<file path="src/logic/seqTimingPkg.sv">
/*
 * Timing types for the reset sequencer
 * Enabled-cycle counter width and the phase encoding
 */
package seqTimingPkg;

    // Covers the largest default sequence total
    localparam int cycleCountWidth = 24;

    typedef logic [cycleCountWidth-1:0] cycleCount_t;

    // Order follows the power-up sequence
    typedef enum logic [2:0] {
        idle,
        resetHold,
        resetBarrier,
        operHold,
        enableBarrier,
        initHold,
        done
    } seqPhase_t;

endpackage

</file>
<file path="src/logic/domainPkg.sv">
/*
 * Clock-domain handshake types
 * Per-domain mask and four-phase barrier states
 */
package domainPkg;

    // Most domains one barrier can serve
    localparam int maxDomains = 16;

    typedef logic [maxDomains-1:0] domainMask_t;

    // Progress of one req/ack round
    typedef enum logic [1:0] {
        open,
        raise,
        lower
    } barrierState_t;

endpackage

</file>
<file path="src/logic/resetCapture.sv">
/*
 * Start capture for the reset sequencer
 * Reset release, clock-enable rising edge and synchronous restart
 */
module resetCapture (
    input  logic clk,
    input  logic async_rst_in,
    input  logic clkEn,
    input  logic syncRstReq,
    output logic seqStart,
    output logic restart
);

    logic [7:0] capture;
    logic       clkEnPrev;
    logic       restartReg;
    logic       fillDone;
    logic       clkEnRise;
    logic       restartEnd;

    // Fills one stage per enabled cycle after release
    always_ff @(posedge clk or posedge async_rst_in) begin
        if (async_rst_in) begin
            capture <= '0;
        end else if (clkEn) begin
            capture <= {capture[6:0], 1'b1};
        end
    end

    // Seventh stage set, last stage about to fill
    assign fillDone = clkEn && capture[6] && !capture[7];

    always_ff @(posedge clk or posedge async_rst_in) begin
        if (async_rst_in) begin
            clkEnPrev <= 1'b0;
        end else begin
            clkEnPrev <= clkEn;
        end
    end

    // Only after the release pulse has gone out
    assign clkEnRise = clkEn && !clkEnPrev && capture[7];

    // Restart request sampled on enabled cycles
    always_ff @(posedge clk or posedge async_rst_in) begin
        if (async_rst_in) begin
            restartReg <= 1'b0;
        end else if (clkEn) begin
            restartReg <= syncRstReq;
        end
    end

    // Request seen low again on an enabled cycle
    assign restartEnd = clkEn && restartReg && !syncRstReq;

    assign restart  = restartReg;
    assign seqStart = fillDone || clkEnRise || restartEnd;

endmodule

</file>
<file path="src/logic/phaseSequencer.sv">
/*
 * Phase state machine and enabled-cycle counter
 * Drives the reset, clock-enable and init outputs of the sequence
 */
module phaseSequencer #(
    parameter int resetWaitCycles       = 625000,
    parameter int operationalWaitCycles = 25000,
    parameter int initializeWaitCycles  = 1024
) (
    input  logic clk,
    input  logic async_rst_in,
    input  logic clkEn,
    input  logic seqStart,
    input  logic restart,
    input  logic barrierDone,
    output logic barrierReq,
    output logic asyncRstOut,
    output logic syncRstOut,
    output logic clkEnOut,
    output logic initOut
);
    import seqTimingPkg::*;

    // Last count value of each hold
    localparam cycleCount_t resetLast = cycleCount_t'(resetWaitCycles - 1);
    localparam cycleCount_t operLast  = cycleCount_t'(operationalWaitCycles - 1);
    localparam cycleCount_t initLast  = cycleCount_t'(initializeWaitCycles - 1);

    // Domain async reset covers the first quarter of the operational hold
    localparam int          asyncWindow = operationalWaitCycles / 4;
    localparam cycleCount_t asyncLast   = cycleCount_t'(asyncWindow - 1);

    seqPhase_t   phase;
    seqPhase_t   nextPhase;
    cycleCount_t count;
    logic        startSeq;
    logic        clearSeq;
    logic        counting;
    logic        resetHit;
    logic        operHit;
    logic        initHit;
    logic        windowEnd;

    // A start on the last restart cycle wins over the restart
    assign startSeq = seqStart && (phase == idle);
    assign clearSeq = restart && !startSeq;

    assign counting = clkEn && ((phase == resetHold) || (phase == operHold) ||
                                (phase == initHold));

    assign resetHit  = clkEn && (phase == resetHold) && (count == resetLast);
    assign operHit   = clkEn && (phase == operHold) && (count == operLast);
    assign initHit   = clkEn && (phase == initHold) && (count == initLast);
    assign windowEnd = clkEn && (phase == operHold) && (count == asyncLast);

    always_comb begin
        nextPhase = phase;
        case (phase)
            idle: begin
                if (seqStart) begin
                    nextPhase = resetHold;
                end
            end
            resetHold: begin
                if (resetHit) begin
                    nextPhase = resetBarrier;
                end
            end
            resetBarrier: begin
                if (barrierDone) begin
                    nextPhase = operHold;
                end
            end
            operHold: begin
                if (operHit) begin
                    nextPhase = enableBarrier;
                end
            end
            enableBarrier: begin
                if (barrierDone) begin
                    nextPhase = initHold;
                end
            end
            initHold: begin
                if (initHit) begin
                    nextPhase = done;
                end
            end
            default: begin
                nextPhase = phase;
            end
        endcase
        if (clearSeq) begin
            nextPhase = idle;
        end
    end

    always_ff @(posedge clk or posedge async_rst_in) begin
        if (async_rst_in) begin
            phase <= idle;
        end else begin
            phase <= nextPhase;
        end
    end

    // Holds through the barrier phases, restarts on every phase change
    always_ff @(posedge clk or posedge async_rst_in) begin
        if (async_rst_in) begin
            count <= '0;
        end else if (startSeq || clearSeq || (nextPhase != phase)) begin
            count <= '0;
        end else if (counting) begin
            count <= count + 1'b1;
        end
    end

    always_ff @(posedge clk or posedge async_rst_in) begin
        if (async_rst_in) begin
            asyncRstOut <= 1'b0;
            syncRstOut  <= 1'b0;
            clkEnOut    <= 1'b0;
            initOut     <= 1'b0;
        end else if (clearSeq) begin
            asyncRstOut <= 1'b0;
            syncRstOut  <= 1'b0;
            clkEnOut    <= 1'b0;
            initOut     <= 1'b0;
        end else begin
            syncRstOut <= resetHit;
            clkEnOut   <= operHit;
            initOut    <= initHit;
            // Window opens as the first barrier completes
            if ((phase == resetBarrier) && barrierDone && (asyncWindow > 0)) begin
                asyncRstOut <= 1'b1;
            end else if (windowEnd) begin
                asyncRstOut <= 1'b0;
            end
        end
    end

    // Rises together with the syncRstOut and clkEnOut pulses
    assign barrierReq = (phase == resetBarrier) || (phase == enableBarrier);

endmodule

</file>
<file path="src/logic/domainBarrier.sv">
/*
 * Four-phase req/ack barrier across all clock domains
 */
module domainBarrier #(
    parameter int domainCount = 3
) (
    input  logic                   clk,
    input  logic                   async_rst_in,
    input  logic                   barrierReq,
    input  domainPkg::domainMask_t syncAck,
    output domainPkg::domainMask_t syncReq,
    output logic                   barrierDone
);
    import domainPkg::*;

    // Populated domains only
    localparam domainMask_t activeMask = domainMask_t'((32'd1 << domainCount) - 32'd1);

    barrierState_t state;
    domainMask_t   ackSeen;
    logic          allHigh;
    logic          allLow;

    assign ackSeen = syncAck & activeMask;
    assign allHigh = (ackSeen == activeMask);
    assign allLow  = (ackSeen == '0);

    // Aborted rounds finish quietly
    assign barrierDone = (state == lower) && allLow && barrierReq;

    always_ff @(posedge clk or posedge async_rst_in) begin
        if (async_rst_in) begin
            state   <= open;
            syncReq <= '0;
        end else begin
            case (state)
                open: begin
                    if (barrierReq) begin
                        state   <= raise;
                        syncReq <= activeMask;
                    end
                end
                raise: begin
                    // Withdrawn request also waits for the acks to drop
                    if (allHigh || !barrierReq) begin
                        state   <= lower;
                        syncReq <= '0;
                    end
                end
                lower: begin
                    if (allLow) begin
                        state <= open;
                    end
                end
                default: begin
                    state   <= open;
                    syncReq <= '0;
                end
            endcase
        end
    end

endmodule

</file>
<file path="src/logic/resetSeqTop.sv">
/*
 * Reset sequencer top level
 * Start capture, phase sequencer and domain barrier
 */
module resetSeqTop #(
    parameter int resetWaitCycles       = 625000,
    parameter int operationalWaitCycles = 25000,
    parameter int initializeWaitCycles  = 1024,
    parameter int domainCount           = 3
) (
    input  logic                   clk,
    input  logic                   async_rst_in,
    input  logic                   clkEn,
    input  logic                   syncRstReq,
    input  logic [domainCount-1:0] syncAck,
    output logic                   asyncRstOut,
    output logic                   syncRstOut,
    output logic                   clkEnOut,
    output logic                   initOut,
    output logic [domainCount-1:0] syncReq
);
    import domainPkg::*;

    logic        seqStart;
    logic        restart;
    logic        barrierReq;
    logic        barrierDone;
    domainMask_t ackMask;
    domainMask_t reqMask;

    // Upper mask bits stay zero
    assign ackMask = domainMask_t'(syncAck);
    assign syncReq = reqMask[domainCount-1:0];

    resetCapture uCapture (
        .clk         (clk),
        .async_rst_in(async_rst_in),
        .clkEn       (clkEn),
        .syncRstReq  (syncRstReq),
        .seqStart    (seqStart),
        .restart     (restart)
    );

    phaseSequencer #(
        .resetWaitCycles      (resetWaitCycles),
        .operationalWaitCycles(operationalWaitCycles),
        .initializeWaitCycles (initializeWaitCycles)
    ) uSequencer (
        .clk         (clk),
        .async_rst_in(async_rst_in),
        .clkEn       (clkEn),
        .seqStart    (seqStart),
        .restart     (restart),
        .barrierDone (barrierDone),
        .barrierReq  (barrierReq),
        .asyncRstOut (asyncRstOut),
        .syncRstOut  (syncRstOut),
        .clkEnOut    (clkEnOut),
        .initOut     (initOut)
    );

    domainBarrier #(
        .domainCount(domainCount)
    ) uBarrier (
        .clk         (clk),
        .async_rst_in(async_rst_in),
        .barrierReq  (barrierReq),
        .syncAck     (ackMask),
        .syncReq     (reqMask),
        .barrierDone (barrierDone)
    );

endmodule

</file>
<file path="config.mk">
export PLATFORM = sky130hd
export DESIGN_NAME = resetSeqTop
export DESIGN_NICKNAME = d
export VERILOG_FILES = /design/src/logic/seqTimingPkg.sv /design/src/logic/domainPkg.sv /design/src/logic/resetCapture.sv /design/src/logic/phaseSequencer.sv /design/src/logic/domainBarrier.sv /design/src/logic/resetSeqTop.sv
export SDC_FILE = /design/constraint.sdc
export NUM_CORES = 1
export LEC_CHECK = 0
export BUFFER_PORTS_ARGS = -buffer_cell sky130_fd_sc_hd__buf_4
export CAP_MARGIN = 10
export CORE_MARGIN = 2
export CORE_UTILIZATION = 57
export DETAILED_ROUTE_END_ITERATION = 6
export PLACE_DENSITY = 0.75
export SETUP_SLACK_MARGIN = 0.5
export SYNTH_ARGS = -nofsm -noshare
export SYNTH_HDL_FRONTEND = slang
export SYNTH_SLANG_ARGS = --single-unit
</file>
<file path="constraint.sdc">
create_clock -name clk -period 2.59 [get_ports clk]
set_input_delay 0.259 -clock clk [delete_from_list [all_inputs] [get_ports clk]]
set_output_delay 0.259 -clock clk [all_outputs]
set_load 0.005 [all_outputs]
</file>
# Word-level counts from Yosys, hierarchy flattened
# Cells that the tools add are included.
dict set report classes {
  bitwise 1
  add_sub_neg 1
  n_eq_ne 16
  reduce_logical 39
  muxes 23
}
# op n
set ops {}
lappend ops {{two-way mux 24 bit} 2}
lappend ops {{two-way mux 3 bit} 9}
lappend ops {{adder 24 x 1 -> 24 bit (second input constant)} 1}
lappend ops {{equality test 24 x 10 -> 1 bit (second input constant)} 1}
lappend ops {{equality test 24 x 13 -> 1 bit (second input constant)} 1}
lappend ops {{equality test 24 x 15 -> 1 bit (second input constant)} 1}
lappend ops {{equality test 24 x 20 -> 1 bit (second input constant)} 1}
lappend ops {{logical AND 1 bit} 19}
lappend ops {{one-hot mux 3 bit (6 select lines)} 1}
lappend ops {{zero test 16 bit} 1}
lappend ops {{equality test 3 bit (second input constant)} 3}
lappend ops {{one-hot mux 3 bit (3 select lines)} 1}
lappend ops {{logical OR 1 bit} 8}
lappend ops {{equality test 3 x 2 -> 1 bit (second input constant)} 2}
lappend ops {{two-way mux 1 bit} 6}
lappend ops {{two-way mux 2 bit} 3}
lappend ops {{!= test 2 x 1 -> 1 bit (second input constant)} 3}
lappend ops {{one-hot mux 2 bit (3 select lines)} 1}
lappend ops {{AND reduction 3 bit} 2}
lappend ops {{zero test 1 bit} 5}
lappend ops {{equality test 3 x 1 -> 1 bit (second input constant)} 1}
lappend ops {{zero test 3 bit} 1}
lappend ops {{!= test 3 bit} 1}
lappend ops {{nonzero test 3 bit} 1}
lappend ops {{other kinds (5)} 5}
dict set report word_totals {
  elab_cells 91
  ff_bits 46
  input_bits 7
}

# Longest topological paths before layout
# Gate-level depths: netlist of run 1.
dict set report depth {
  ltp_word 12
  mapped_depth 9
}

# By module
# A second synthesis of run 1 with hierarchy kept.
dict set report unflattened {
  cells_unflattened 259
  area_unflattened_um2 2513.7
}
# module cells_each seq_area_each_um2 n_inst area_per_inst_um2
set by_module_without_submodules {}
lappend by_module_without_submodules {phaseSequencer 201 775.7 1 1809.2}
lappend by_module_without_submodules {resetCapture 25 250.2 1 419.2}
lappend by_module_without_submodules {domainBarrier 32 75.1 1 281.5}
lappend by_module_without_submodules {resetSeqTop 1 0.0 1 3.8}

# Worst setup path after synthesis of run 1
# No wires, ideal clock.
dict set report synth_timing {
  path_kind {register to register}
  start {register uSequencer.count[0]}
  end {register uSequencer.count[10]}
  setup_slack_ns 0.530
  stages_incl_launch_ff 10
  arrival_time_ns 1.909
  setup_time_ns 0.151
  path_cell_list {dfrtp_1 > ha_1 > and2_1 > clkbuf_1 > nand2_1 > or3_1 > or4b_4 > o211ai_4 > buf_6 > a211oi_2}
}
dict set report synth_via {
  elab_chain_len 8
  word_cells_on_any_way 17
  cone_classes {add/sub (1); eq/ne (4); mux (7); reduce/logical (5)}
}
# element line_no
set synth_lines {}
lappend synth_lines {{from (decl)} phaseSequencer.sv:35} ;# cycleCount_t count;
lappend synth_lines {{from (signal assigned)} phaseSequencer.sv:113} ;# count <= count + 1'b1;
lappend synth_lines {{equality test 24 x 10 -> 1 bit (tied with other cells)} phaseSequencer.sv:53} ;# assign initHit = clkEn && (phase == initHold) && (count == initLast);
lappend synth_lines {{logical AND 1 bit, on equally long branches} {phaseSequencer.sv:53, phaseSequencer.sv:51, phaseSequencer.sv:52}}
lappend synth_lines {{two-way mux 3 bit, on equally long branches} {phaseSequencer.sv:85, phaseSequencer.sv:65, phaseSequencer.sv:75}}
lappend synth_lines {{one-hot mux 3 bit (6 select lines)} phaseSequencer.sv:58} ;# case (phase)
lappend synth_lines {{two-way mux 3 bit} phaseSequencer.sv:93} ;# if (clearSeq) begin
lappend synth_lines {{!= test 3 bit} phaseSequencer.sv:110} ;# end else if (startSeq || clearSeq || (nextPhase != phase)) begin
lappend synth_lines {{logical OR 1 bit} phaseSequencer.sv:110}
lappend synth_lines {{two-way mux 24 bit / nonzero test 2 bit (equally long branches)} --}
# Parallel ways exist; a longest one is shown, timed or not. The select of a mux whose other input is x is not followed.
# A chain may end at the register's enable or synchronous reset.

# Worst setup path after layout of run 1
dict set report layout_timing {
  start {register uSequencer.count[11]}
  end {register uSequencer.count[23]}
}
# The elaborated chain is that of the path after synthesis.

==> results of run 1 <==
==> per-layer routing <==
layer	routed length, um	vias to the layer above	track usage, %
li1	-	894	-
met1	2560	925	35.0
met2	2610	56	36.3
met3	300	9	3.17
met4	82	0	10.7
met5	0	-	0
==> final timing paths <==
kind / depth (start not counted) / to / start / slack (ns)
min in group clk: 1 / uCapture.clkEnPrev$_DFF_PP0_ / clkEn / 0.19
hold reg to reg: 1 / uCapture.capture[0]$_DFFE_PP0P_ / uCapture.capture[0]$_DFFE_PP0P_ / 0.47
setup / recovery: 6 / uSequencer.count[23]$_DFFE_PP0P_ / uSequencer.count[11]$_DFFE_PP0P_ / 0.33
hold / removal: 2 / uCapture.capture[6]$_DFFE_PP0P_ / async_rst_in / 0.002
setup reg to reg: 6 / uSequencer.count[23]$_DFFE_PP0P_ / uSequencer.count[11]$_DFFE_PP0P_ / 0.33
max in group asynchronous: 3 / uSequencer.count[13]$_DFFE_PP0P_ / async_rst_in / 1.83
==> placed cells by master (no fill, tap or decap), types with 2 or more instances in the layout <==
master	instances
nor3_1	9
nor2b_1	3
nand2_1	17
dfrtp_2	4
nor4b_4	2
nor4bb_2	2
a21oi_1	6
ha_1	2
mux2_2	9
nor4_1	3
a211oi_1	2
nor2_1	13
xor2_1	12
nor3b_1	2
nand4_1	11
buf_4	22
or2_2	2
clkbuf_8	5
o211ai_4	3
buf_6	5
xnor2_1	12
or3_4	2
clkinv_1	2
a211oi_2	23
inv_1	6
dfrtp_1	40
nand2b_1	2
and4_1	2
o21ai_0	3
nand3_1	9
and3_1	7
==> final cells by class <==
class                           instances  area (um2)  area share (%)
Multi-Input combinational cell        170        1380            47.7
Sequential cell                        44        1110            38.2
Inverter                                8        30.0            1.04
Clock inverter                          1        5.00           0.173
Tap cell                               52        65.1            2.25
Timing Repair Buffer                   28         236            8.17
Clock buffer                            6        72.6            2.51
==> where the power goes <==
| part | leakage (uW) | internal (uW) | switching, uW | total, uW |
|---|---|---|---|---|
| Clock | 0.0000410 | 184 | 231 | 415 |
| Combinational | 0.000473 | 114 | 183 | 297 |
| Sequential | 0.000559 | 701 | 17.4 | 718 |
==> synthesized netlist by cell type, types with 2 or more instances <==
cell,instances,area [um2]
dfrtp_1,44,1100
a211oi_2,19,238
nand2_1,18,67.6
nor2_1,13,48.8
xnor2_1,12,105
xor2_1,12,105
nand4_1,11,68.8
mux2_2,9,101
nand3_1,9,45.0
nor3_1,9,45.0
and3_1,7,43.8
inv_1,7,26.3
a211oi_1,6,45.0
a21oi_1,6,30.0
clkbuf_1,5,18.8
buf_4,4,30.0
nor4_1,4,25.0
buf_6,3,33.8
nor2b_1,3,18.8
o21ai_0,3,15.0
and2_1,2,12.5
and4_1,2,17.5
ha_1,2,25.0
nand2b_1,2,12.5
nor3b_1,2,15.0
nor4bb_1,2,20.0
or2_2,2,12.5
or3_1,2,12.5
==> kinds of logic after synthesis <==
| family | Yosys count |
|---|---|
| AOI/OAI and AO/OA | 38 |
| buffers and inverters | 20 |
| adders and majority gates | 2 |
| DFF | 44 |
| and+or+nand+nor | 95 |
| xor gates and xnor gates | 24 |
| muxes | 9 |
==> flip-flops by register name (all words and copies together) (netlist names), 2 cells and up <==
register          flops
uSequencer.phase      3
uBarrier.state        2
uSequencer.count     24
uCapture.capture      8
==> critical path, stage by stage, from the launching register on <==
cell	delay [ns]
dfrtp_1	0.45
nor4_2	0.43
nand2_1	0.15
or3_4	0.40
or4b_4	0.27
o211ai_4	0.18
a211oi_2	0.30
==> per-stage QoR <==
| stage | total power (uW) | cells | hold slack (ns) | worst slack (ns) | area, um2 |
|---|---|---|---|---|---|
| after floorplan | 911 | 232 | 0.290 | 0.530 | 2480 |
| after global placement | 957 | 292 | 0.341 | 0.205 | 2620 |
| after detailed placement | 959 | 292 | 0.350 | 0.155 | 2620 |
| after CTS | 1430 | 307 | 0.0206 | 0.415 | 2840 |
| after global routing | 1480 | 309 | 0.0576 | 0.227 | 2900 |
| final | 1430 | 309 | 0.00186 | 0.334 | 2900 |
==> timing repair <==
action / CTS / global route
setup buffers: 6 / 2
gates cloned: 2 / 0
pin swaps: 23 / 5
resized for setup: 17 / 9
endpoints found under the hold margin: 0 / 0
endpoints found under the setup margin: 25 / 25
==> reports/summary.txt, run 1 <==
register area share after synthesis: 44.3%
vias in the first global route: 1,840
CP Max Fanout: 7
Max Fclk: 443 MHz
Final Cycle Share: 87.1%
drt total wl: 5560 um
largest family of logic cells by synthesized area: simple AND/OR/NAND/NOR gates
Setup Skew: 0.00906 ns
Critical Setup Path Class: flop to flop
Core Rows: 24
Post-Synthesis Cells: 232
FF+latch count, synth: 44
setup_tns: 0 ns
DRT Pass-1 Iters: 4
first-pass GRT wire length: 9290 um
NumNets Final: 266
area of the die: 4900 um2
DR iter-0 viols: 152
antenna viol nets, final: 0
CTS buffer count: 5
Syn Nets: 241
Yosys cell types: 40
Clock Tree Buf Depth: 2
post-synthesis mux area share: 4.08%
core area: 4260 um2
status: finished clean
Post-DP HPWL: 3370 um
Final min period: 2.26 ns
largest net degree at the start of global routing: 25
initial antenna violation count: 0
leakage: 0.00107 uW
Worst slew margin: 46.2%
Least-Margin Pin Slew: 0.803 ns
hold buffers post-CTS: 0
via count: 1,884
worst skew pair latency: 0.30 ns
CTS tree: built
layout cells sized above 1: 33.5%
CP Data Arrival Time: 2.47 ns
crit path launch type: flop
XOR/XNOR Fraction of Synth Area: 8.46%
DR WL/cell: 18.0 um
vias per cell: 6.10
Setup violations, final: 0
total power divided by cell area: 494 nW/um2
Synth Area in Simple Gates: 22.7%
die height: 70.0 um
antenna cells: 0
synthesized area: 2480 um2
Layout fillers: 332
Synth Warn #: 0
Final GP Congestion: 0.927
Max VDD drop: 0.000216 V
Compound-Gate Fraction of Synth Area: 15.0%
DRC Markers: 0
Starting Density: 58.3%
RSZ-0062 raised after global routing: yes
maxcap violations: 0
Req. time, crit path: 2.80 ns
clk sink count: 44
Synth Area in Adders: 1.01%
asr flop ratio synth: 100%
pins over their slew limit: 0
IO Count: 14
grt total ovfl: 0
root buffer cell: clkbuf_8
Die Span X: 70.0 um
area grow syn2layout: 16.5%
Buffers on Ports: 13
clock-pin slew on the worst setup and hold paths: 0.09 ns
class of the worst hold path: primary input to async pin
Total Routing Usage GR: 24.1%
mean post-synth cell area: 10.7 um2
Final Hold Viols: 0
Post-synth top flop: dfrtp_1
Setup crit end kind: flop
number of enable flip-flop cells after synthesis: 0
final core utilization: 67.9%
H-tree depth: 2
Note: power is estimated with default switching activity, not from simulation.
==> run 2, diff against run 1 <==
Settings changed: BUFFER_PORTS_ARGS -buffer_cell sky130_fd_sc_hd__buf_4 to -buffer_cell sky130_fd_sc_hd__buf_2, CELL_PAD_IN_SITES_DETAIL_PLACEMENT from default to 1, CELL_PAD_IN_SITES_GLOBAL_PLACEMENT from default to 1, CORE_UTILIZATION 57 to 48, PLACE_DENSITY 0.75 to default, PLACE_DENSITY_LB_ADDON from default to 0.1.
==> run 2 against run 1 <==
Net effect:
- via count rose by 12%
- total power up 25%
- count of clock-buffer cells in the layout decreased by 1
- register-to-register slack got worse by 0.09 ns
- die area is 18% higher
- utilization down 5.7 points
- wire length grew 42%
- critical endpoint is now uSequencer.count[16]$_DFFE_PP0P_
- critical path type unchanged
- clock skew is 0.0025 ns higher
- fmax fell by 3.7%
- critical path depth rose by 1
- clock power grew 75%
==> reports/summary.txt, run 2 (same netlist as run 1, synthesis figures left out) <==
status: finished clean
antenna cells: 0
Setup crit end kind: flop
Die Span X: 76.0 um
Setup Skew: 0.0115 ns
crit path launch: uSequencer.count[10]$_DFFE_PP0P_
CTS buffer count: 5
NumNets Final: 281
Max VDD drop: 0.000298 V
FF-to-FF setup slack: 0.25 ns
sw power: 477 uW
drt total wl: 7910 um
root buffer cell: clkbuf_8
Final Cycle Share: 90.5%
Total Routing Usage GR: 26.3%
hold buffers post-CTS: 0
H-tree depth: 2
first-pass GRT wire length: 11,800 um
Comb power frac: 18.9%
vias per cell: 6.13
Biggest register: uSequencer.count
area of the die: 5770 um2
class of the worst hold path: primary input to async pin
vias in the first global route: 2,187
most common cell after layout, fill and taps aside: dfrtp_1
layout cells sized above 1: 40.7%
reg2reg end: uSequencer.count[16]$_DFFE_PP0P_
Largest stage delay, worst path: 0.49 ns
Post-DP HPWL: 4090 um
initial antenna violation count: 0
CP max stage cell: dfrtp_2
Max Fclk: 427 MHz
Clock Tree Buf Depth: 2
DR iter-0 viols: 129
internal power: 1310 uW
antenna viol nets, final: 0
crit path launch type: flop
via count: 2,102
Least-Margin Pin Slew: 0.880 ns
Core Rows: 26
DRC Markers: 0
reg2reg start: uSequencer.count[10]$_DFFE_PP0P_
max reg flops: 24
CP Max Fanout: 5
clock-pin slew on the worst setup and hold paths: 0.09 ns
Setup violations, final: 0
area grow syn2layout: 26.2%
Non-Filler Instances: 343
core area: 5040 um2
largest net degree at the start of global routing: 25
Layout fillers: 534
RSZ-0062 raised after global routing: yes
Buffers on Ports: 13
leakage: 0.00119 uW
Final GP Congestion: 0.815
die height: 76.0 um
Seq pwr share: 40.3%
Critical Setup Path Class: flop to flop
Starting Density: 49.3%
Req. time, crit path: 2.82 ns
clk sink count: 44
CTS tree: built
Top Registers: uSequencer.count (24), uCapture.capture (8), uSequencer.phase (3)
pins over their slew limit: 0
total power divided by cell area: 570 nW/um2
clock power share: 40.8%
Final min period: 2.34 ns
reg2reg path depth: 7
Final Hold Viols: 0
Worst slew margin: 41.3%
maxcap violations: 0
DP Cell Count: 309
DRT Pass-1 Iters: 4
switching part of the total: 26.7%
most frequent cells in the layout: 36 x dfrtp_1, 24 x buf_4, 23 x a211oi_2, 16 x nand2_1
CP Data Arrival Time: 2.57 ns
Cell Chain, Critical Path: nor4bb_4 > nand4_1 > or3_4 > or4b_4 > o211ai_4 > buf_6 > a211oi_2
IO Count: 14
grt total ovfl: 0
setup_tns: 0 ns
worst skew pair latency: 0.31 ns
DR WL/cell: 23.0 um
==> run 2: cell count changes in the layout (fill, tap and decap cells not counted), moves of 2 or more <==
cell | previous run | this run
buf_12 | 0 | 2
dfrtp_2 | 4 | 8
nor3_1 | 9 | 7
buf_2 | 0 | 13
nor3_2 | 0 | 2
bufinv_16 | 0 | 3
buf_4 | 22 | 24
buf_6 | 5 | 3
dfrtp_1 | 40 | 36
==> run 2: through the flow <==
step	area [um2]	utilization [%]	hold WS, ns	total power, uW	setup WS, ns
finish	3140	62.2	0.133	1790	0.247
global route	3140	62.2	0.183	1850	0.205
CTS	3010	59.7	0.150	1750	0.401
detailed placement	2630	52.1	0.469	963	0.0871
global placement	2630	52.1	0.443	950	0.251
floorplan	2480	-	0.290	911	0.530
==> run 2: worst max-delay path by stage <==
stage | end | slack, ns | cells after the start
detailed placement | uSequencer.count[21]$_DFFE_PP0P_ | 0.09 | 6
global route | uSequencer.count[8]$_DFFE_PP0P_ | 0.21 | 7
floorplan | uSequencer.count[10]$_DFFE_PP0P_ | 0.53 | 9
CTS | uSequencer.count[13]$_DFFE_PP0P_ | 0.40 | 7
global placement | uSequencer.count[20]$_DFFE_PP0P_ | 0.25 | 6
finish | uSequencer.count[16]$_DFFE_PP0P_ | 0.25 | 7
==> run 2: power groups by stage <==
stage,registers [uW],clock network [uW],logic (uW)
2_1_floorplan,728,0,183
3_3_place_gp,730,0,219
3_5_place_dp,732,0,231
4_1_cts,718,735,293
5_1_grt,724,770,359
6_report,720,728,338
==> run 2: metal layers <==
| metal | up-vias | GRT usage (%) | share of wire (%) | wire (um) |
|---|---|---|---|---|
| met2 | 73 | 45.7 | 51 | 4070 |
| met3 | 22 | 5.12 | 5.5 | 435 |
| met5 | - | 0 | 0 | 0 |
| met4 | 0 | 9.64 | 3.1 | 249 |
| li1 | 931 | - | - | - |
| met1 | 1076 | 32.7 | 40 | 3160 |
==> run 2: cell type report <==
cell class / count / area (um2) / share of cell area (%)
Clock buffer: 5 / 68.8 / 2.19
Sequential cell: 44 / 1110 / 35.4
Multi-Input combinational cell: 170 / 1410 / 44.8
Inverter: 8 / 30.0 / 0.957
Clock inverter: 3 / 90.1 / 2.87
Tap cell: 70 / 87.6 / 2.79
Timing Repair Buffer: 43 / 344 / 11.0
==> run 2: worst max-delay path: cells and delay by family, from the launching register on <==
family	cells	cell delay, ns
buffers and inverters	1	0.18
AO/OA/AOI/OAI	2	0.31
flip-flops	1	0.49
AND/OR/NAND/NOR	4	1.29
==> run 2: repair_timing <==
| item | 4_1_cts | 5_1_grt |
|---|---|---|
| setup buffers | 13 | 10 |
| resized for setup | 25 | 6 |
| pin swaps | 27 | 10 |
| gates cloned | 2 | 1 |
| setup endpoints to repair | 25 | 25 |
